$ cat config.mk
export PLATFORM = sky130hd
export DESIGN_NAME = video_system
export DESIGN_NICKNAME = d
export VERILOG_FILES = /design/src/verilog/video_pkg.sv /design/src/verilog/video_regs_pkg.sv /design/src/verilog/pixel_if.sv /design/src/verilog/video_cfg_if.sv /design/src/verilog/video_ctrl_regs.sv /design/src/verilog/vga_timing.sv /design/src/verilog/color_bar_gen.sv /design/src/verilog/sprite_overlay.sv /design/src/verilog/rgb_to_gray.sv /design/src/verilog/video_system.sv
export SDC_FILE = /design/constraint.sdc
export NUM_CORES = 1
export LEC_CHECK = 0
export BUFFER_PORTS_ARGS = -buffer_cell sky130_fd_sc_hd__buf_2
export CORE_MARGIN = 2
export CORE_UTILIZATION = 55
export CTS_CLUSTER_SIZE = 8
export DETAILED_ROUTE_END_ITERATION = 16
export PLACE_DENSITY = 0.81
export SETUP_SLACK_MARGIN = 0.02
export SLEW_MARGIN = 20
export SYNTH_ARGS = -nofsm -noshare
export SYNTH_HDL_FRONTEND = slang
export SYNTH_SLANG_ARGS = --single-unit
$ cat constraint.sdc
create_clock -name pixel_clk -period 7.7 [get_ports pixel_clk]
set_input_delay 0.77 -clock pixel_clk [delete_from_list [all_inputs] [get_ports pixel_clk]]
set_output_delay 0.77 -clock pixel_clk [all_outputs]
set_load 0.02 [all_outputs]
$ cat src/verilog/video_pkg.sv
// Video pixel types and constants

package video_pkg;

   // ----------------------------------------------------------
   // Pixel and coordinate types
   // ----------------------------------------------------------
   typedef logic [3:0]  channel_t;   // One colour channel, 4 bit DAC
   typedef logic [11:0] rgb12_t;     // {red, green, blue}
   typedef logic [10:0] coord_t;     // Column or line number

   // ----------------------------------------------------------
   // Grey conversion
   // ----------------------------------------------------------
   // Weights sum to 16 so the divide is a shift by 4
   localparam int GRAY_WR = 5;       // Red weight
   localparam int GRAY_WG = 9;       // Green weight
   localparam int GRAY_WB = 2;       // Blue weight

   // ----------------------------------------------------------
   // Pattern constants
   // ----------------------------------------------------------
   localparam int SPRITE_SIZE = 8;   // Square edge in pixels
   localparam int NUM_BARS    = 8;   // Vertical colour bars

endpackage

$ cat src/verilog/video_regs_pkg.sv
// Video control register map

package video_regs_pkg;

   // Wishbone bus types
   typedef logic [31:0] wb_data_t;   // Bus data
   typedef logic [7:0]  wb_addr_t;   // Byte address

   // ----------------------------------------------------------
   // Register offsets
   // ----------------------------------------------------------
   localparam wb_addr_t REG_CTRL         = 8'h00;  // Enables
   localparam wb_addr_t REG_BG_COLOR     = 8'h04;  // Background rgb12
   localparam wb_addr_t REG_SPRITE_POS   = 8'h08;  // y in 26:16, x in 10:0
   localparam wb_addr_t REG_SPRITE_COLOR = 8'h0C;  // Sprite rgb12
   localparam wb_addr_t REG_FRAME_CNT    = 8'h10;  // Read only

   // ----------------------------------------------------------
   // REG_CTRL bit positions
   // ----------------------------------------------------------
   localparam int CTRL_BAR_EN    = 0;
   localparam int CTRL_SPRITE_EN = 1;
   localparam int CTRL_GRAY_EN   = 2;

endpackage

$ cat src/verilog/pixel_if.sv
// Pixel stream between pipeline stages

`timescale 1ns/1ps

interface pixel_if;

   import video_pkg::*;

   logic   de;      // Active area
   logic   hsync;   // Active low
   logic   vsync;   // Active low
   coord_t x;       // Column
   coord_t y;       // Line
   rgb12_t rgb;     // Pixel colour

   // Producing stage
   modport src (output de, hsync, vsync, x, y, rgb);

   // Consuming stage
   modport dst (input de, hsync, vsync, x, y, rgb);

endinterface

$ cat src/verilog/video_cfg_if.sv
// Register values to the pipeline

`timescale 1ns/1ps

interface video_cfg_if;

   import video_pkg::*;

   logic   bar_en;
   logic   sprite_en;
   logic   gray_en;
   rgb12_t bg_color;       // Used with bars off
   coord_t sprite_x;       // Left column of square
   coord_t sprite_y;       // Top line of square
   rgb12_t sprite_color;

   modport regs (output bar_en, sprite_en, gray_en, bg_color,
                 sprite_x, sprite_y, sprite_color);
   modport user (input bar_en, sprite_en, gray_en, bg_color,
                 sprite_x, sprite_y, sprite_color);

endinterface

$ cat src/verilog/video_ctrl_regs.sv
// Wishbone control registers

`timescale 1ns/1ps

module video_ctrl_regs (
   input  logic                      pixel_clk,
   input  logic                      reset,
   input  logic                      wb_cyc,
   input  logic                      wb_stb,
   input  logic                      wb_we,
   input  video_regs_pkg::wb_addr_t  wb_adr,
   input  video_regs_pkg::wb_data_t  wb_dat_w,
   output video_regs_pkg::wb_data_t  wb_dat_r,
   output logic                      wb_ack,
   input  logic                      frame_start,  // From vga_timing
   video_cfg_if.regs                 cfg
);

   import video_pkg::*;
   import video_regs_pkg::*;

   logic     bar_en_q, sprite_en_q, gray_en_q;
   rgb12_t   bg_color_q;
   coord_t   sprite_x_q, sprite_y_q;
   rgb12_t   sprite_color_q;
   wb_data_t frame_cnt_q;
   wb_data_t rd_data;
   logic     wb_req;

   // New access, ack not yet given
   assign wb_req = wb_cyc & wb_stb & ~wb_ack;

   // ----------------------------------------------------------
   // Read-back mux
   // ----------------------------------------------------------
   always_comb begin
      rd_data = '0;                                   // Unmapped reads zero
      case (wb_adr)
         REG_CTRL: begin
            rd_data[CTRL_BAR_EN]    = bar_en_q;
            rd_data[CTRL_SPRITE_EN] = sprite_en_q;
            rd_data[CTRL_GRAY_EN]   = gray_en_q;
         end
         REG_BG_COLOR:     rd_data[11:0] = bg_color_q;
         REG_SPRITE_POS:   rd_data = {5'b0, sprite_y_q, 5'b0, sprite_x_q};
         REG_SPRITE_COLOR: rd_data[11:0] = sprite_color_q;
         REG_FRAME_CNT:    rd_data = frame_cnt_q;
         default:          rd_data = '0;
      endcase
   end

   // ----------------------------------------------------------
   // Bus handshake and register writes
   // ----------------------------------------------------------
   always_ff @(posedge pixel_clk) begin
      if (reset) begin
         wb_ack         <= 1'b0;
         wb_dat_r       <= '0;
         bar_en_q       <= 1'b0;
         sprite_en_q    <= 1'b0;
         gray_en_q      <= 1'b0;
         bg_color_q     <= '0;
         sprite_x_q     <= '0;
         sprite_y_q     <= '0;
         sprite_color_q <= '0;
      end else begin
         wb_ack <= wb_req;                            // Single cycle, no wait states
         if (wb_req) wb_dat_r <= rd_data;
         if (wb_req && wb_we) begin
            case (wb_adr)
               REG_CTRL: begin
                  bar_en_q    <= wb_dat_w[CTRL_BAR_EN];
                  sprite_en_q <= wb_dat_w[CTRL_SPRITE_EN];
                  gray_en_q   <= wb_dat_w[CTRL_GRAY_EN];
               end
               REG_BG_COLOR: bg_color_q <= wb_dat_w[11:0];
               REG_SPRITE_POS: begin
                  sprite_x_q <= wb_dat_w[10:0];
                  sprite_y_q <= wb_dat_w[26:16];
               end
               REG_SPRITE_COLOR: sprite_color_q <= wb_dat_w[11:0];
               default: ;                             // Frame count is read only
            endcase
         end
      end
   end

   // Frame counter
   always_ff @(posedge pixel_clk) begin
      if (reset)            frame_cnt_q <= '0;
      else if (frame_start) frame_cnt_q <= frame_cnt_q + 1'b1;
   end

   // Fields straight to the pipeline
   assign cfg.bar_en       = bar_en_q;
   assign cfg.sprite_en    = sprite_en_q;
   assign cfg.gray_en      = gray_en_q;
   assign cfg.bg_color     = bg_color_q;
   assign cfg.sprite_x     = sprite_x_q;
   assign cfg.sprite_y     = sprite_y_q;
   assign cfg.sprite_color = sprite_color_q;

endmodule

$ cat src/verilog/vga_timing.sv
// VGA raster timing generator

`timescale 1ns/1ps

module vga_timing #(
   parameter int H_ACTIVE = 640,
   parameter int H_FRONT  = 16,
   parameter int H_SYNC   = 96,
   parameter int H_BACK   = 48,
   parameter int V_ACTIVE = 480,
   parameter int V_FRONT  = 10,
   parameter int V_SYNC   = 2,
   parameter int V_BACK   = 33
) (
   input  logic  pixel_clk,
   input  logic  reset,
   pixel_if.src  pix,
   output logic  frame_start     // Line 0, column 0
);

   import video_pkg::*;

   localparam int H_TOTAL = H_ACTIVE + H_FRONT + H_SYNC + H_BACK;
   localparam int V_TOTAL = V_ACTIVE + V_FRONT + V_SYNC + V_BACK;

   coord_t h_cnt, v_cnt;
   logic   h_end, v_end;
   logic   hs_on, vs_on;

   assign h_end = (h_cnt == coord_t'(H_TOTAL - 1));
   assign v_end = (v_cnt == coord_t'(V_TOTAL - 1));

   // ----------------------------------------------------------
   // Column and line counters
   // ----------------------------------------------------------
   always_ff @(posedge pixel_clk) begin
      if (reset) begin
         h_cnt <= '0;
         v_cnt <= '0;
      end else if (h_end) begin
         h_cnt <= '0;
         v_cnt <= v_end ? '0 : v_cnt + 1'b1;  // Wrap at frame end
      end else begin
         h_cnt <= h_cnt + 1'b1;
      end
   end

   // Sync windows follow the front porch
   assign hs_on = (h_cnt >= coord_t'(H_ACTIVE + H_FRONT)) &&
                  (h_cnt <  coord_t'(H_ACTIVE + H_FRONT + H_SYNC));
   assign vs_on = (v_cnt >= coord_t'(V_ACTIVE + V_FRONT)) &&
                  (v_cnt <  coord_t'(V_ACTIVE + V_FRONT + V_SYNC));

   // ----------------------------------------------------------
   // Registered raster outputs
   // ----------------------------------------------------------
   always_ff @(posedge pixel_clk) begin
      if (reset) begin
         pix.de      <= 1'b0;
         pix.hsync   <= 1'b1;              // Idle high
         pix.vsync   <= 1'b1;
         frame_start <= 1'b0;
      end else begin
         pix.de      <= (h_cnt < coord_t'(H_ACTIVE)) && (v_cnt < coord_t'(V_ACTIVE));
         pix.hsync   <= ~hs_on;
         pix.vsync   <= ~vs_on;
         frame_start <= (h_cnt == '0) && (v_cnt == '0);
      end
   end

   always_ff @(posedge pixel_clk) begin
      pix.x <= h_cnt;
      pix.y <= v_cnt;
   end

   assign pix.rgb = '0;                   // Colour comes from later stages

endmodule

$ cat src/verilog/color_bar_gen.sv
// Colour bar stage

`timescale 1ns/1ps

module color_bar_gen #(
   parameter int H_ACTIVE = 640
) (
   input  logic       pixel_clk,
   input  logic       reset,
   pixel_if.dst       pix_in,
   pixel_if.src       pix_out,
   video_cfg_if.user  cfg
);

   import video_pkg::*;

   localparam int BAR_W = H_ACTIVE / NUM_BARS;  // Pixels per bar

   logic [2:0] bar_idx;
   rgb12_t     bar_rgb;
   rgb12_t     pix_rgb;

   // Bar index from column
   assign bar_idx = 3'(pix_in.x / coord_t'(BAR_W));

   // Index bits select full channels
   assign bar_rgb = {{4{bar_idx[2]}},     // Red
                     {4{bar_idx[1]}},     // Green
                     {4{bar_idx[0]}}};    // Blue

   always_comb begin
      if (!pix_in.de)      pix_rgb = '0;  // Blank
      else if (cfg.bar_en) pix_rgb = bar_rgb;
      else                 pix_rgb = cfg.bg_color;
   end

   // ----------------------------------------------------------
   // Stage register
   // ----------------------------------------------------------
   always_ff @(posedge pixel_clk) begin
      if (reset) begin
         pix_out.de    <= 1'b0;
         pix_out.hsync <= 1'b1;
         pix_out.vsync <= 1'b1;
      end else begin
         pix_out.de    <= pix_in.de;
         pix_out.hsync <= pix_in.hsync;
         pix_out.vsync <= pix_in.vsync;
      end
   end

   always_ff @(posedge pixel_clk) begin
      pix_out.x   <= pix_in.x;
      pix_out.y   <= pix_in.y;
      pix_out.rgb <= pix_rgb;
   end

endmodule

$ cat src/verilog/sprite_overlay.sv
// Square sprite overlay stage

`timescale 1ns/1ps

module sprite_overlay (
   input  logic       pixel_clk,
   input  logic       reset,
   pixel_if.dst       pix_in,
   pixel_if.src       pix_out,
   video_cfg_if.user  cfg
);

   import video_pkg::*;

   coord_t dx, dy;
   logic   in_x, in_y;
   logic   hit;
   rgb12_t pix_rgb;

   // Offsets into the square, wrap avoided by the >= test
   assign dx = pix_in.x - cfg.sprite_x;
   assign dy = pix_in.y - cfg.sprite_y;

   assign in_x = (pix_in.x >= cfg.sprite_x) && (dx < coord_t'(SPRITE_SIZE));
   assign in_y = (pix_in.y >= cfg.sprite_y) && (dy < coord_t'(SPRITE_SIZE));

   // de limits the square to the active area
   assign hit = cfg.sprite_en & pix_in.de & in_x & in_y;

   assign pix_rgb = hit ? cfg.sprite_color : pix_in.rgb;

   // ----------------------------------------------------------
   // Stage register
   // ----------------------------------------------------------
   always_ff @(posedge pixel_clk) begin
      if (reset) begin
         pix_out.de    <= 1'b0;
         pix_out.hsync <= 1'b1;
         pix_out.vsync <= 1'b1;
      end else begin
         pix_out.de    <= pix_in.de;
         pix_out.hsync <= pix_in.hsync;
         pix_out.vsync <= pix_in.vsync;
      end
   end

   always_ff @(posedge pixel_clk) begin
      pix_out.x   <= pix_in.x;
      pix_out.y   <= pix_in.y;
      pix_out.rgb <= pix_rgb;
   end

endmodule

$ cat src/verilog/rgb_to_gray.sv
// Grey conversion and VGA output stage

`timescale 1ns/1ps

module rgb_to_gray (
   input  logic                pixel_clk,
   input  logic                reset,
   pixel_if.dst                pix_in,
   video_cfg_if.user           cfg,
   output video_pkg::channel_t vga_r,
   output video_pkg::channel_t vga_g,
   output video_pkg::channel_t vga_b,
   output logic                vga_hsync,
   output logic                vga_vsync,
   output logic                vga_de
);

   import video_pkg::*;

   channel_t   r, g, b;
   logic [7:0] gray_sum;          // Max 16 * 15
   channel_t   gray;

   assign r = pix_in.rgb[11:8];
   assign g = pix_in.rgb[7:4];
   assign b = pix_in.rgb[3:0];

   // Weighted sum, weights total 16
   assign gray_sum = 8'(GRAY_WR) * r + 8'(GRAY_WG) * g + 8'(GRAY_WB) * b;
   assign gray     = gray_sum[7:4];

   // ----------------------------------------------------------
   // Output registers
   // ----------------------------------------------------------
   always_ff @(posedge pixel_clk) begin
      if (reset) begin
         vga_r     <= '0;
         vga_g     <= '0;
         vga_b     <= '0;
         vga_hsync <= 1'b1;
         vga_vsync <= 1'b1;
         vga_de    <= 1'b0;
      end else begin
         vga_r     <= cfg.gray_en ? gray : r;
         vga_g     <= cfg.gray_en ? gray : g;
         vga_b     <= cfg.gray_en ? gray : b;
         vga_hsync <= pix_in.hsync;  // Same lag as colour
         vga_vsync <= pix_in.vsync;
         vga_de    <= pix_in.de;
      end
   end

endmodule

$ cat src/verilog/video_system.sv
// VGA video subsystem top

`timescale 1ns/1ps

module video_system #(
   // Default raster is 640x480 at 60 Hz
   parameter int H_ACTIVE = 640,
   parameter int H_FRONT  = 16,
   parameter int H_SYNC   = 96,
   parameter int H_BACK   = 48,
   parameter int V_ACTIVE = 480,
   parameter int V_FRONT  = 10,
   parameter int V_SYNC   = 2,
   parameter int V_BACK   = 33
) (
   input  logic                      pixel_clk,
   input  logic                      reset,
   // Wishbone slave
   input  logic                      wb_cyc,
   input  logic                      wb_stb,
   input  logic                      wb_we,
   input  video_regs_pkg::wb_addr_t  wb_adr,
   input  video_regs_pkg::wb_data_t  wb_dat_w,
   output video_regs_pkg::wb_data_t  wb_dat_r,
   output logic                      wb_ack,
   // VGA
   output video_pkg::channel_t       vga_r,
   output video_pkg::channel_t       vga_g,
   output video_pkg::channel_t       vga_b,
   output logic                      vga_hsync,
   output logic                      vga_vsync,
   output logic                      vga_de
);

   pixel_if     pix_tim ();    // Timing to bars
   pixel_if     pix_bar ();    // Bars to sprite
   pixel_if     pix_spr ();    // Sprite to grey
   video_cfg_if cfg ();
   logic        frame_start;

   // ----------------------------------------------------------
   // Register block
   // ----------------------------------------------------------
   video_ctrl_regs u_video_ctrl_regs (
      .pixel_clk   (pixel_clk),
      .reset       (reset),
      .wb_cyc      (wb_cyc),
      .wb_stb      (wb_stb),
      .wb_we       (wb_we),
      .wb_adr      (wb_adr),
      .wb_dat_w    (wb_dat_w),
      .wb_dat_r    (wb_dat_r),
      .wb_ack      (wb_ack),
      .frame_start (frame_start),
      .cfg         (cfg.regs)
   );

   // ----------------------------------------------------------
   // Pixel pipeline
   // ----------------------------------------------------------
   vga_timing #(
      .H_ACTIVE (H_ACTIVE), .H_FRONT (H_FRONT), .H_SYNC (H_SYNC), .H_BACK (H_BACK),
      .V_ACTIVE (V_ACTIVE), .V_FRONT (V_FRONT), .V_SYNC (V_SYNC), .V_BACK (V_BACK)
   ) u_vga_timing (
      .pixel_clk   (pixel_clk),
      .reset       (reset),
      .pix         (pix_tim.src),
      .frame_start (frame_start)
   );

   color_bar_gen #(.H_ACTIVE (H_ACTIVE)) u_color_bar_gen (
      .pixel_clk (pixel_clk),
      .reset     (reset),
      .pix_in    (pix_tim.dst),
      .pix_out   (pix_bar.src),
      .cfg       (cfg.user)
   );

   sprite_overlay u_sprite_overlay (
      .pixel_clk (pixel_clk),
      .reset     (reset),
      .pix_in    (pix_bar.dst),
      .pix_out   (pix_spr.src),
      .cfg       (cfg.user)
   );

   rgb_to_gray u_rgb_to_gray (
      .pixel_clk (pixel_clk),
      .reset     (reset),
      .pix_in    (pix_spr.dst),
      .cfg       (cfg.user),
      .vga_r     (vga_r),
      .vga_g     (vga_g),
      .vga_b     (vga_b),
      .vga_hsync (vga_hsync),
      .vga_vsync (vga_vsync),
      .vga_de    (vga_de)
   );

endmodule

### Yosys cells after proc, flatten, opt, wreduce, memory -nomap -nowiden

Cells that the tools add are included.

| storage, ports and cells | value |
|---|---|
| flip-flop bits (word level) | 229 |
| latch bits | 0 |
| bits in writable memories | 0 |
| bits in read-only memories | 0 |
| bits of input ports | 45 |
| output and inout bits | 48 |
| logic and storage cells | 92 |
| memories | 0 |

| cells by class | value |
|---|---|
| add/sub/neg operators | 7 |
| multiply operators | 2 |
| divide/modulo/power cells | 1 |
| order comparisons | 10 |
| equal/unequal tests | 6 |
| shift-type cells | 0 |
| mux-type cells | 9 |
| bitwise gates (word level) | 8 |
| reduce and logical (&&, ||, !) cells | 15 |

Operators with widths:

| operator | number |
|---|---|
| 20-bit case mux with 2 select lines | 1 |
| 9-bit case mux with 4 select lines | 1 |
| 32-bit by 1-bit adder with 32-bit output (second input constant) | 1 |
| 12-bit two-way mux | 2 |
| 11-bit by 1-bit adder with 11-bit output (second input constant) | 2 |
| 11-bit by 10-bit == test with 1-bit output (second input constant) | 2 |
| 11-bit greater-or-equal comparator | 2 |
| 11-bit logical NOT | 2 |
| 11-bit by 10-bit less-than comparator with 1-bit output (second input constant) | 2 |
| 11-bit by 4-bit less-than comparator with 1-bit output (second input constant) | 2 |
| 11-bit by 9-bit less-than comparator with 1-bit output (second input constant) | 2 |
| 11-bit subtractor | 2 |
| 8-bit by 4-bit == test with 1-bit output (second input constant) | 2 |
| 3-bit case mux with 5 select lines | 1 |
| 4-bit two-way mux | 3 |
| 11-bit by 7-bit divider with 11-bit output (second input constant) | 1 |
| 11-bit by 10-bit greater-or-equal comparator with 1-bit output (second input constant) | 1 |
| 11-bit by 9-bit greater-or-equal comparator with 1-bit output (second input constant) | 1 |
| 11-bit two-way mux | 1 |
| 7-bit by 8-bit adder with 8-bit output | 1 |
| 8-bit by 5-bit adder with 8-bit output | 1 |
| 8-bit by 3-bit == test with 1-bit output (second input constant) | 1 |
| 8-bit by 5-bit == test with 1-bit output (second input constant) | 1 |
| 8-bit logical NOT | 1 |
| other kinds (7) | 22 |

### Depth between registers and ports, before layout

Gate-level depths: netlist of the first run.

| depth | value |
|---|---|
| depth in word-level cells | 6 |
| gate-level depth with buffers | 15 |
| mapped depth without buffers | 15 |

### By module

From an unflattened synthesis of the first run, not the netlist that was laid out.

| second synthesis, totals | value |
|---|---|
| cell total of the unflattened synthesis | 1,190 |
| area, all modules | 11,230.8 um^2 |

By module, submodules not included:

| module | instances | cells an instance | area each (um^2) | sequential area each (um^2) |
|---|---|---|---|---|
| video_ctrl_regs | 1 | 581 | 5,031.1 | 2,282.2 |
| sprite_overlay | 1 | 180 | 1,914.3 | 740.7 |
| vga_timing | 1 | 174 | 1,784.2 | 960.9 |
| color_bar_gen | 1 | 146 | 1,488.9 | 740.7 |
| rgb_to_gray | 1 | 109 | 1,012.2 | 300.3 |

### Worst setup path after synthesis of the first run

Ideal clock, no wire load.

| timing | value |
|---|---|
| path type | reg-to-reg |
| from | reg u_sprite_overlay.pix_out.rgb[4] |
| to | reg u_rgb_to_gray.vga_b[3] |
| library setup time | 0.058 ns |
| arrival | 3.410 ns |
| required time | 7.642 ns |
| path slack | 4.232 ns |
| cell stages (with the launch flop) | 16 |
| buffers on the path | 0 |
| clock period less this slack | 3.468 ns |
| cells stage by stage | dfxtp_1 ha_1 ha_1 inv_1 fa_1 fa_1 inv_1 ha_1 nand4_1 o21bai_1 a21oi_1 o21bai_1 a21oi_1 xor2_1 nor3b_1 a21o_1 |

| on the way | value |
|---|---|
| longest elaborated chain between the ends | 4 |

Ends and longest elaborated chain:

| item | RTL line | source |
|---|---|---|
| from (decl) | pixel_if.sv:17 | `modport src (output de, hsync, vsync, x, y, rgb);` |
| from (signal assigned) | sprite_overlay.sv:50 | `pix_out.rgb <= pix_rgb;` |
| 4-bit by 4-bit multiplier with 8-bit output | rgb_to_gray.sv:29 | `assign gray_sum = 8'(GRAY_WR) * r + 8'(GRAY_WG) * g + 8'(GRAY_WB) * b;` |
| 7-bit by 8-bit adder with 8-bit output | rgb_to_gray.sv:29 |  |
| 8-bit by 5-bit adder with 8-bit output | rgb_to_gray.sv:29 |  |
| 4-bit two-way mux | rgb_to_gray.sv:46 | `vga_b <= cfg.gray_en ? gray : b;` |
| to (signal assigned) | rgb_to_gray.sv:46 |  |
| to (decl) | rgb_to_gray.sv:12 | `output video_pkg::channel_t vga_b,` |

No other way between the ends.
A chain may end at the register's enable or synchronous reset.

### Worst setup path after layout of the first run

| timing | value |
|---|---|
| from | reg u_sprite_overlay.pix_out.rgb[9] |
| to | reg u_rgb_to_gray.vga_g[3] |

| on the way | value |
|---|---|
| longest elaborated chain between the ends | 4 |

Ends and longest elaborated chain:

| item | RTL line | source |
|---|---|---|
| 3-bit by 4-bit multiplier with 7-bit output | rgb_to_gray.sv:29 |  |
| 7-bit by 8-bit adder with 8-bit output | rgb_to_gray.sv:29 |  |
| 8-bit by 5-bit adder with 8-bit output | rgb_to_gray.sv:29 |  |
| 4-bit two-way mux | rgb_to_gray.sv:45 | `vga_g <= cfg.gray_en ? gray : g;` |
| to (signal assigned) | rgb_to_gray.sv:45 |  |
| to (decl) | rgb_to_gray.sv:11 | `output video_pkg::channel_t vga_g,` |

No other way between the ends.

==> results of run 1 <==
-- cell usage after synthesis, types with 3 or more instances --
| master | count | share of area [%] |
|---|---|---|
| a211oi_1 | 7 | 0.54 |
| a21boi_0 | 5 | 0.39 |
| a21o_1 | 6 | 0.46 |
| a21oi_1 | 95 | 4.9 |
| a221oi_1 | 11 | 0.99 |
| a222oi_1 | 4 | 0.41 |
| a22oi_1 | 24 | 1.9 |
| and3_1 | 19 | 1.2 |
| and4_1 | 4 | 0.36 |
| buf_1 | 3 | 0.12 |
| clkbuf_1 | 47 | 1.8 |
| dfxtp_1 | 229 | 47 |
| fa_1 | 7 | 1.4 |
| ha_1 | 43 | 5.5 |
| inv_1 | 50 | 1.9 |
| mux2_2 | 3 | 0.35 |
| mux2_4 | 10 | 1.5 |
| mux2i_1 | 8 | 0.82 |
| nand2_1 | 159 | 6.1 |
| nand2b_1 | 20 | 1.3 |
| nand3_1 | 38 | 2.0 |
| nand3b_1 | 3 | 0.23 |
| nand4_1 | 11 | 0.71 |
| nor2_1 | 103 | 4.0 |
| nor2b_1 | 7 | 0.45 |
| nor3_1 | 22 | 1.1 |
| nor3b_1 | 5 | 0.39 |
| nor4_1 | 6 | 0.39 |
| nor4b_1 | 3 | 0.27 |
| o211ai_1 | 3 | 0.23 |
| o21a_1 | 7 | 0.54 |
| o21ai_0 | 25 | 1.3 |
| o21bai_1 | 4 | 0.31 |
| or2_2 | 8 | 0.51 |
| or3_1 | 16 | 1.0 |
| xnor2_1 | 13 | 1.2 |
| xor2_1 | 37 | 3.3 |
-- through the flow --
step / utilization [%] / worst slack (ns)
floorplan: - / 4.23
finish: 64.6 / 3.88
global route: 64.6 / 3.63
CTS: 64.6 / 3.87
global placement: 59.4 / 4.00
detailed placement: 59.4 / 3.93
-- report_power, final --
part / leakage, nW / internal, W / switching [W] / total [W]
Clock: 0.444 / 0.000805 / 0.000468 / 0.00127
Combinational: 2.23 / 0.0000306 / 0.0000552 / 0.0000858
Sequential: 1.85 / 0.00120 / 0.00000969 / 0.00121
-- cell families (layout without fill, tap and decap cells) --
group | after synthesis | count (layout) | synth area share (%)
compound gates | 213 | 213 | 13.8
xor+xnor | 50 | 50 | 4.50
fa+ha+maj | 51 | 51 | 7.07
buf+inv | 102 | 175 | 4.02
flops | 229 | 229 | 47.1
mux | 21 | 21 | 2.71
other cells | 0 | 1 | 0
simple gates | 432 | 432 | 20.8
-- metal layers --
metal	wire (um)	global-route usage [%]	vias up
li1	-	-	3907
met1	9560	30.5	3713
met2	10700	40.0	257
met3	1280	4.11	39
met4	481	8.59	0
met5	0	0	-
-- critical path, cell delays in order (launching register included) --
cell and delay, ns:
dfxtp_1 0.40, ha_1 0.26, ha_1 0.27, inv_1 0.05
fa_1 0.50, fa_1 0.54, inv_1 0.04, ha_1 0.27
nand4_1 0.09, o21bai_1 0.25, a21oi_1 0.16, o21bai_1 0.20
a21oi_1 0.12, xor2_1 0.15, nor3b_1 0.33, a21o_1 0.14
-- worst paths after layout --
check | startpoint | slack (ns) | cells past startpoint | to
hold reg to reg | u_vga_timing.pix.y[5] | 0.31 | 0 | u_color_bar_gen.pix_out.y[5]
setup / recovery | u_sprite_overlay.pix_out.rgb[9] | 3.88 | 15 | u_rgb_to_gray.vga_g[3]
setup reg to reg | u_sprite_overlay.pix_out.rgb[9] | 3.88 | 15 | u_rgb_to_gray.vga_g[3]
hold / removal | u_vga_timing.pix.y[5] | 0.31 | 0 | u_color_bar_gen.pix_out.y[5]
-- area by class of cell --
class / count / share of cell area, %
antenna: 1 / 0.0224
clock buffer: 37 / 7.99
clock inverter: 1 / 0.0784
inverter: 50 / 1.68
multi-input combinational: 767 / 42.7
sequential: 229 / 41.0
tap: 225 / 2.52
timing repair buffer: 87 / 4.01
-- state kept, by name, indices dropped and copies added (netlist names), 4 cells and up --
signal and cells:
u_color_bar_gen.pix_out.rgb 12, u_color_bar_gen.pix_out.x 11, u_color_bar_gen.pix_out.y 11, u_rgb_to_gray.vga_b 4, u_rgb_to_gray.vga_g 4, u_rgb_to_gray.vga_r 4
u_sprite_overlay.pix_out.rgb 12, u_vga_timing.h_cnt 11, u_vga_timing.pix.x 11, u_vga_timing.pix.y 11, u_vga_timing.v_cnt 11, u_video_ctrl_regs.cfg.bg_color 12
u_video_ctrl_regs.cfg.sprite_color 12, u_video_ctrl_regs.cfg.sprite_x 11, u_video_ctrl_regs.cfg.sprite_y 11, u_video_ctrl_regs.frame_cnt_q 32, u_video_ctrl_regs.wb_dat_r 32
==> results.yml, run 1 <==
outcome:
  status: "finished, final reports clean"
route:
  antenna_left: 0
  post-route-drc-count: 0
  drt-total-wl_um: 22000
  drt-initial-drc-count: 573
  first_pass_iters: 5
  vias: 7916
  wl_per_cell_um: 15.8
  vias_per_cell: 5.67
power_and_ir_drop:
  powerDensity_mw_per_mm2: 230
  p_leak_nw: 4.52
  vdd.ir_drop.worst_mv: 0.233
  power_w: 0.00257
floorplan:
  dieHeight_um: 137
  fp-row-count: 48
  start_util_pct: 56.3
  core_area_mm2: 0.0173
  die-area_mm2: 0.0188
  die_w_um: 137
  num_io_pins: 93
critical_path:
  cp_max_fo: 3
  critPathRequiredTime_ns: 8.13
  cp.arrival_ns: 4.25
  timing_worst_setup_path_type: "flop to flop"
  endpoint_kind: "flop"
  startpoint_type: "flop"
yosys:
  ys_warn_count: 0
  synth_cells: 1098
  synth.yosys.seq_area_share_pct: 47.1
  netlist_area_mm2: 0.00974
  syn_nets: 1193
  synthDistinctLibCells: 63
  ys_ff_latch: 229
  synth_enable_flop_cells: 0
  async_flop_share_pct: 0
  syn_area_per_cell_um2: 8.87
  synth-main-ff-cell: "dfxtp_1"
grt:
  antenna_found_initial: 1
  grt_pass1_vias: 7371
  grt.overflow.total: 0
  grt_max_degree: 86
  track_usage_pct: 23.7
  grt_pass1_wl_um: 35900
placed_design:
  dpl.hpwl_um: 15200
  placed_cell_area_mm2: 0.0103
  place_congestion: 0.968
  io_buffers: 83
  placedCellCount: 1358
timing:
  slew_viol_final: 0
  whs_ns: 0.314
  fin_crit_sh_pct: 49.6
  clock-skew-final_ns: 0.0225
  finalHoldViolCount: 0
  worst_pin_slew_ns: 0.907
  max_freq_mhz: 262
  rsz0062_at_grt: "no"
  min_period_ns: 3.82
  slew_headroom_pct: 39.4
  finalSetupViolCount: 0
  finalSetupTns_ns: 0
clock_tree:
  clock_latency_ns: 0.49
  clock_sinks: 229
  postCtsSetupRepairBufs: 0
  clock_path_buffers: 3
  path_clk_slew_ns: 0.05
  htreeDepth: 2
  holdBufCountCts: 0
  cts_tree: "yes"
  cts_buffers: 34
  cts_resized: 0
  root_buffer: "clkbuf_16"
layout:
  instances_no_fill: 1397
  syn_to_final_growth_pct: 14.8
  final_common_cell: "dfxtp_1"
  fillCellCount: 1361
  register_area_mm2: 0.00458
  drive_above_1_share_pct: 13.0
  finalNetCount: 1264
  fin_area_mm2: 0.0112
  layout_common_cells: "229 x dfxtp_1, 159 x nand2_1, 102 x nor2_1"
  multi_input_area_mm2: 0.00477
job:
  drv_cap: 0
min_path:
  hold_class: "flop to flop"
Power figures use the tool's default switching activity.
==> inputs of run 2 (changes only) <==
--- a/config.mk
+++ b/config.mk
@@ -5,12 +5,13 @@
 export SDC_FILE = /design/constraint.sdc
 export NUM_CORES = 1
 export LEC_CHECK = 0
+export ABC_AREA = 1
 export BUFFER_PORTS_ARGS = -buffer_cell sky130_fd_sc_hd__buf_2
 export CORE_MARGIN = 2
-export CORE_UTILIZATION = 55
+export CORE_UTILIZATION = 54
 export CTS_CLUSTER_SIZE = 8
 export DETAILED_ROUTE_END_ITERATION = 16
-export PLACE_DENSITY = 0.81
+export PLACE_DENSITY = 0.82
 export SETUP_SLACK_MARGIN = 0.02
 export SLEW_MARGIN = 20
 export SYNTH_ARGS = -nofsm -noshare
==> constraint.sdc (replaced) <==
create_clock -name pixel_clk -period 3.2 [get_ports pixel_clk]
set_input_delay 0.32 -clock pixel_clk [delete_from_list [all_inputs] [get_ports pixel_clk]]
set_output_delay 0.32 -clock pixel_clk [all_outputs]
set_load 0.02 [all_outputs]
==> run 2 against run 1 <==
The flow now finishes with violations (setup timing). Combinational power rose to 3.2 times the previous value. Clock-buffer cell count unchanged. Register-to-register slack worse by 3.9 ns. Non-clock buffer count increased by 9. Global-route usage is 1.6 points higher. Sequential cell count unchanged. Sequential power is 140% higher. Final cell count up 15%. Clock power grew 150%.
==> results.yml, run 2 <==
yosys:
  synth_top_cell_by_area: "dfxtp_1"
  synth_cells: 1279
  netlist_area_mm2: 0.0100
  syn_area_per_cell_um2: 7.86
  synth-main-ff-cell: "dfxtp_1"
  syn_nets: 1374
  synth_common_cells: "244 x nand2_1, 229 x dfxtp_1, 155 x inv_1"
  synthDistinctLibCells: 50
  synth.area.top_cells: "dfxtp_1 46%, nand2_1 9.1%, a21oi_1 6.7%"
  ys_warn_count: 0
  yosysTopAreaCellShare_pct: 45.6
  synth.yosys.seq_area_share_pct: 45.6
  synth.most_common_cell: "nand2_1"
  synth_enable_flop_cells: 0
  ys_ff_latch: 229
  async_flop_share_pct: 0
power_and_ir_drop:
  power_frac_clock_pct: 49.7
  p_leak_nw: 5.03
  power_w: 0.00635
  switching_share_pct: 22.1
  p_sw_w: 0.00140
  p_int_w: 0.00494
  seqPwrFrac_pct: 46.0
  powerDensity_mw_per_mm2: 543
  vdd.ir_drop.worst_mv: 0.518
  power_frac_comb_pct: 4.3
timing:
  min_period_ns: 3.25
  finalHoldViolCount: 0
  whs_ns: 0.0743
  finalSetupViolCount: 6
  worst_pin_slew_ns: 0.938
  finalWorstSetupSlack_ns: -0.0462
  clock-skew-final_ns: 0.0158
  slew_viol_final: 0
  slew_headroom_pct: 37.1
  max_freq_mhz: 308
  fin_crit_sh_pct: 101
  rsz0062_at_grt: "yes"
floorplan:
  die-area_mm2: 0.0197
  dieHeight_um: 140
  num_io_pins: 93
  core_area_mm2: 0.0181
  fp-row-count: 49
  start_util_pct: 55.6
  die_w_um: 140
placed_design:
  placedCellCount: 1561
  dpl.hpwl_um: 17600
  place_congestion: 0.902
  io_buffers: 83
layout:
  syn_to_final_growth_pct: 16.3
  drive_above_1_share_pct: 15.6
  layout_common_cells: "243 x nand2_1, 227 x dfxtp_1, 152 x inv_1"
  fillCellCount: 1485
  instances_no_fill: 1603
  largestRegisters: "u_video_ctrl_regs.frame_cnt_q (32), u_video_ctrl_regs.wb_dat_r (32)"
  final_common_cell: "nand2_1"
  finalNetCount: 1465
critical_path:
  critPathRequiredTime_ns: 3.55
  cp.arrival_ns: 3.59
  cp_max_fo: 3
  endpoint_kind: "flop"
  cp_num_buf_inv: 4
  path_delay_family: "adder cells"
  ff2ff_path_depth: 13
  reg2reg_slack_ns: -0.05
  timing_worst_setup_path_type: "flop to flop"
  cp_cell_sequence: "ha_4, ha_4, inv_2, fa_1, fa_1, inv_2, ha_4, a21oi_4, nor2_2, buf_4, buf_4, o31ai_1, a21oi_1"
  crit_path_frequent_cell: "ha_4"
  critPathMaxStageDelay_ns: 0.51
  cp.depth: 13
  startpoint_type: "flop"
  slowest_stage: "fa_1"
route:
  post-route-drc-count: 0
  vias: 8919
  drt-initial-drc-count: 730
  first_pass_iters: 7
  wl_per_cell_um: 15.7
  antenna_left: 0
  vias_per_cell: 5.56
  drt-total-wl_um: 25100
grt:
  grt_max_degree: 56
  grt.overflow.total: 0
  track_usage_pct: 25.4
  grt_pass1_vias: 8489
  antenna_found_initial: 2
  grt_pass1_wl_um: 40600
outcome:
  status: "finished with violations"
  violations: "setup timing"
clock_tree:
  cts_tree: "yes"
  clock_sinks: 229
  clock_latency_ns: 0.51
  root_buffer: "clkbuf_16"
  htreeDepth: 2
  cts_buffers: 34
  holdBufCountCts: 0
  clock_path_buffers: 3
  path_clk_slew_ns: 0.05
min_path:
  whs_path_depth: 3
  hold_class: "input port to flop"
job:
  drv_cap: 0
==> run 2: cell count changes in the layout (fill, tap and decap cells not counted), sizes merged, moves of 20 or more <==
cell	before	now
inv	51	170
nand2	159	253
o21ai	25	104
a21oi	95	135
xor2	37	8
a22oi	24	0
nand2b	20	0
==> run 2: logic make-up after synthesis <==
family | Yosys count | synth area share, %
compound gates | 292 | 16.2
flops | 229 | 45.6
xor+xnor | 19 | 1.66
fa+ha+maj | 50 | 6.75
buf+inv | 213 | 8.14
simple gates | 476 | 21.6
==> run 2: layout make-up <==
| cell class | instances | area [um^2] | area share, % |
|---|---|---|---|
| multi-input combinational | 837 | 4730 | 40.5 |
| sequential | 229 | 4590 | 39.2 |
| clock buffer | 37 | 893 | 7.64 |
| inverter | 172 | 646 | 5.52 |
| timing repair buffer | 96 | 513 | 4.39 |
| tap | 229 | 287 | 2.45 |
| clock inverter | 2 | 28.8 | 0.246 |
| antenna | 1 | 2.50 | 0.0214 |
==> run 2: path summary, 6_finish.rpt <==
kind,from,end
max,u_sprite_overlay.pix_out.rgb[9],u_rgb_to_gray.vga_b[1]
min reg2reg,u_vga_timing.pix.y[9],u_color_bar_gen.pix_out.y[9]
min,wb_dat_w[11],u_video_ctrl_regs.cfg.bg_color[11]
max reg2reg,u_sprite_overlay.pix_out.rgb[9],u_rgb_to_gray.vga_b[1]
==> run 2: what timing repair did <==
action	4_1_cts	5_1_grt
endpoints found under the setup margin	9	9
hold endpoints to repair	0	0
resized for setup	13	1
pin swaps	12	7
buffers inserted	0	2
==> run 2: metrics by stage <==
stage               setup slack (ns)  util [%]  instance area (um^2)  TNS [ns]
floorplan                     0.0228         -                 10100         0
global placement             -0.0669      59.1                 10700    -0.185
detailed placement            -0.138      59.1                 10700    -0.793
CTS                          -0.0811      64.5                 11700    -0.318
global route                  -0.230      64.6                 11700     -1.38
finish                       -0.0462      64.6                 11700    -0.158
==> run 2: power groups by stage <==
stage	sequential, W	combinational (W)	clock [W]
6_report	0.00292	0.000275	0.00315
4_1_cts	0.00292	0.000272	0.00320
2_1_floorplan	0.00299	0.000158	0
3_5_place_dp	0.00297	0.000268	0
3_3_place_gp	0.00297	0.000263	0
5_1_grt	0.00292	0.000301	0.00332
==> run 2: routing by layer <==
metal	vias up	track usage, %	wire [um]
met4	2	11.1	791
met5	-	0	14
met2	360	43.6	12200
met1	4083	31.4	10400
li1	4411	-	-
met3	63	4.38	1780
==> run 2: worst reg2reg max path: cells and delay by family (launching register included) <==
family          cells  cell delay, ns
fa+ha+maj           5            1.70
flops               1            0.33
simple gates        1            0.06
compound gates      3            0.68
buf+inv             4            0.32
==> inputs of run 3 (changes only) <==
--- a/config.mk
+++ b/config.mk
@@ -8,10 +8,10 @@
 export ABC_AREA = 1
 export BUFFER_PORTS_ARGS = -buffer_cell sky130_fd_sc_hd__buf_2
 export CORE_MARGIN = 2
-export CORE_UTILIZATION = 54
+export CORE_UTILIZATION = 30
 export CTS_CLUSTER_SIZE = 8
 export DETAILED_ROUTE_END_ITERATION = 16
-export PLACE_DENSITY = 0.82
+export PLACE_DENSITY = 0.54
 export SETUP_SLACK_MARGIN = 0.02
 export SLEW_MARGIN = 20
 export SYNTH_ARGS = -nofsm -noshare
==> run 3 against run 2 <==
The flow now finishes without violations. Critical path depth is 3 higher. Sequential power hardly changed. Clock skew decreased by 0.0059 ns. Register-to-register slack improved by 0.09 ns. Non-clock buffer count grew 1. Maximum frequency grew 2.8%. Setup slack better by 0.088 ns. Sequential share of layout area shrank 0.93 points. Critical endpoint is now u_rgb_to_gray.vga_b[3].
==> results.yml, run 3 (synthesis results as in run 2) <==
layout:
  largestRegisters: "u_video_ctrl_regs.frame_cnt_q (32), u_video_ctrl_regs.wb_dat_r (32)"
  layout_common_cells: "243 x nand2_1, 227 x dfxtp_1, 151 x inv_1"
  post-route-util_pct: 36.0
  final_common_cell: "nand2_1"
  syn_to_final_growth_pct: 19.2
  finalNetCount: 1466
  fin_area_mm2: 0.0120
  antennaDiodeCount: 0
  drive_above_1_share_pct: 15.7
critical_path:
  endpoint_kind: "flop"
  timing_worst_setup_path_type: "flop to flop"
  startpoint_type: "flop"
  cp.arrival_ns: 3.51
  cp_max_fo: 3
  critPathRequiredTime_ns: 3.55
timing:
  fin_crit_sh_pct: 98.7
  clock-skew-final_ns: 0.00991
  slew_viol_final: 0
  finalHoldViolCount: 0
  rsz0062_at_grt: "yes"
  slew_headroom_pct: 53.0
  min_period_ns: 3.16
  finalWorstSetupSlack_ns: 0.0423
  worst_pin_slew_ns: 0.704
  finalSetupViolCount: 0
  max_freq_mhz: 317
power_and_ir_drop:
  powerDensity_mw_per_mm2: 528
  vdd.ir_drop.worst_mv: 0.390
  p_leak_nw: 5.03
  power_w: 0.00632
route:
  vias: 8630
  wl_per_cell_um: 14.6
  vias_per_cell: 4.74
  drt-total-wl_um: 26600
  antenna_left: 0
  drt-initial-drc-count: 501
  first_pass_iters: 4
  post-route-drc-count: 0
placed_design:
  place_congestion: 0.829
  placed_cell_area_mm2: 0.0110
  place_ws_ns: -0.109
  dpl.hpwl_um: 19300
  io_buffers: 83
floorplan:
  start_util_pct: 30.2
  die-area_mm2: 0.0350
  fp-row-count: 67
  dieHeight_um: 187
  num_io_pins: 93
  core_area_mm2: 0.0333
  die_w_um: 187
grt:
  antenna_found_initial: 0
  grt.overflow.total: 0
  grt_pass1_wl_um: 43200
  track_usage_pct: 15.3
  grt_pass1_vias: 8391
  grt_max_degree: 55
outcome:
  status: "finished, final reports clean"
clock_tree:
  cts_buffers: 34
  root_buffer: "clkbuf_16"
  clock_latency_ns: 0.51
  cts_tree: "yes"
  clock_sinks: 229
  htreeDepth: 2
  clock_path_buffers: 3
  path_clk_slew_ns: 0.05
  holdBufCountCts: 0
min_path:
  hold_class: "input port to flop"
job:
  drv_cap: 0
==> run 3: layer usage <==
metal	vias up	track usage (%)	part of all wire (%)
met5	-	0	0
met1	3952	20.1	47
li1	4401	-	-
met3	59	2.81	5.4
met4	0	5.74	2.9
met2	218	24.9	45
==> run 3: per-stage QoR <==
stage | std cells | hold WS, ns | setup TNS [ns]
5_1_grt | 1821 | 0.0833 | -0.547
2_1_floorplan | 1279 | 0.310 | 0
3_3_place_gp | 1781 | 0.312 | -0.326
6_report | 1821 | 0.0653 | 0
3_5_place_dp | 1781 | 0.312 | -0.440
4_1_cts | 1820 | 0.0540 | -0.344
==> run 3: path summary, 6_finish.rpt <==
kind                                        start                            endpoint  slack, ns  cells past startpoint
setup / recovery  u_sprite_overlay.pix_out.rgb[9]              u_rgb_to_gray.vga_b[3]       0.04                     16
hold / removal                       wb_dat_w[11]  u_video_ctrl_regs.cfg.bg_color[11]       0.07                      3
setup reg to reg  u_sprite_overlay.pix_out.rgb[9]              u_rgb_to_gray.vga_b[3]       0.04                     16
hold reg to reg             u_vga_timing.pix.y[8]        u_color_bar_gen.pix_out.y[8]       0.32                      0
==> run 3: cell type report <==
cell class / instances / area (um^2)
sequential: 229 / 4590
inverter: 172 / 646
clock buffer: 34 / 851
multi-input combinational: 837 / 4730
clock inverter: 4 / 67.6
timing repair buffer: 97 / 533
fill: 3474 / 21300
tap: 448 / 561
==> run 3: where the power goes <==
group,switching [W],leakage [nW],internal [W]
Combinational,0.000189,2.73,0.0000938
Sequential,0.0000226,1.85,0.00289
Clock,0.00123,0.448,0.00189
==> run 3: critical path, stage by stage (launching register included) <==
cell and delay [ns]:
dfxtp_2 0.33, ha_4 0.24, ha_4 0.25, inv_2 0.03
fa_1 0.44, fa_1 0.50, inv_2 0.05, ha_4 0.21
a21oi_4 0.13, nor2_2 0.05, o21ai_1 0.11, inv_1 0.06
or2_4 0.25, nand2_2 0.07, nand3b_1 0.09, nand3_2 0.12
a21oi_1 0.07
==> run 3: repair_timing <==
action	CTS	global route
pin swaps	12	9
resized for setup	6	8
endpoints found under the setup margin	6	9
buffers inserted	1	1
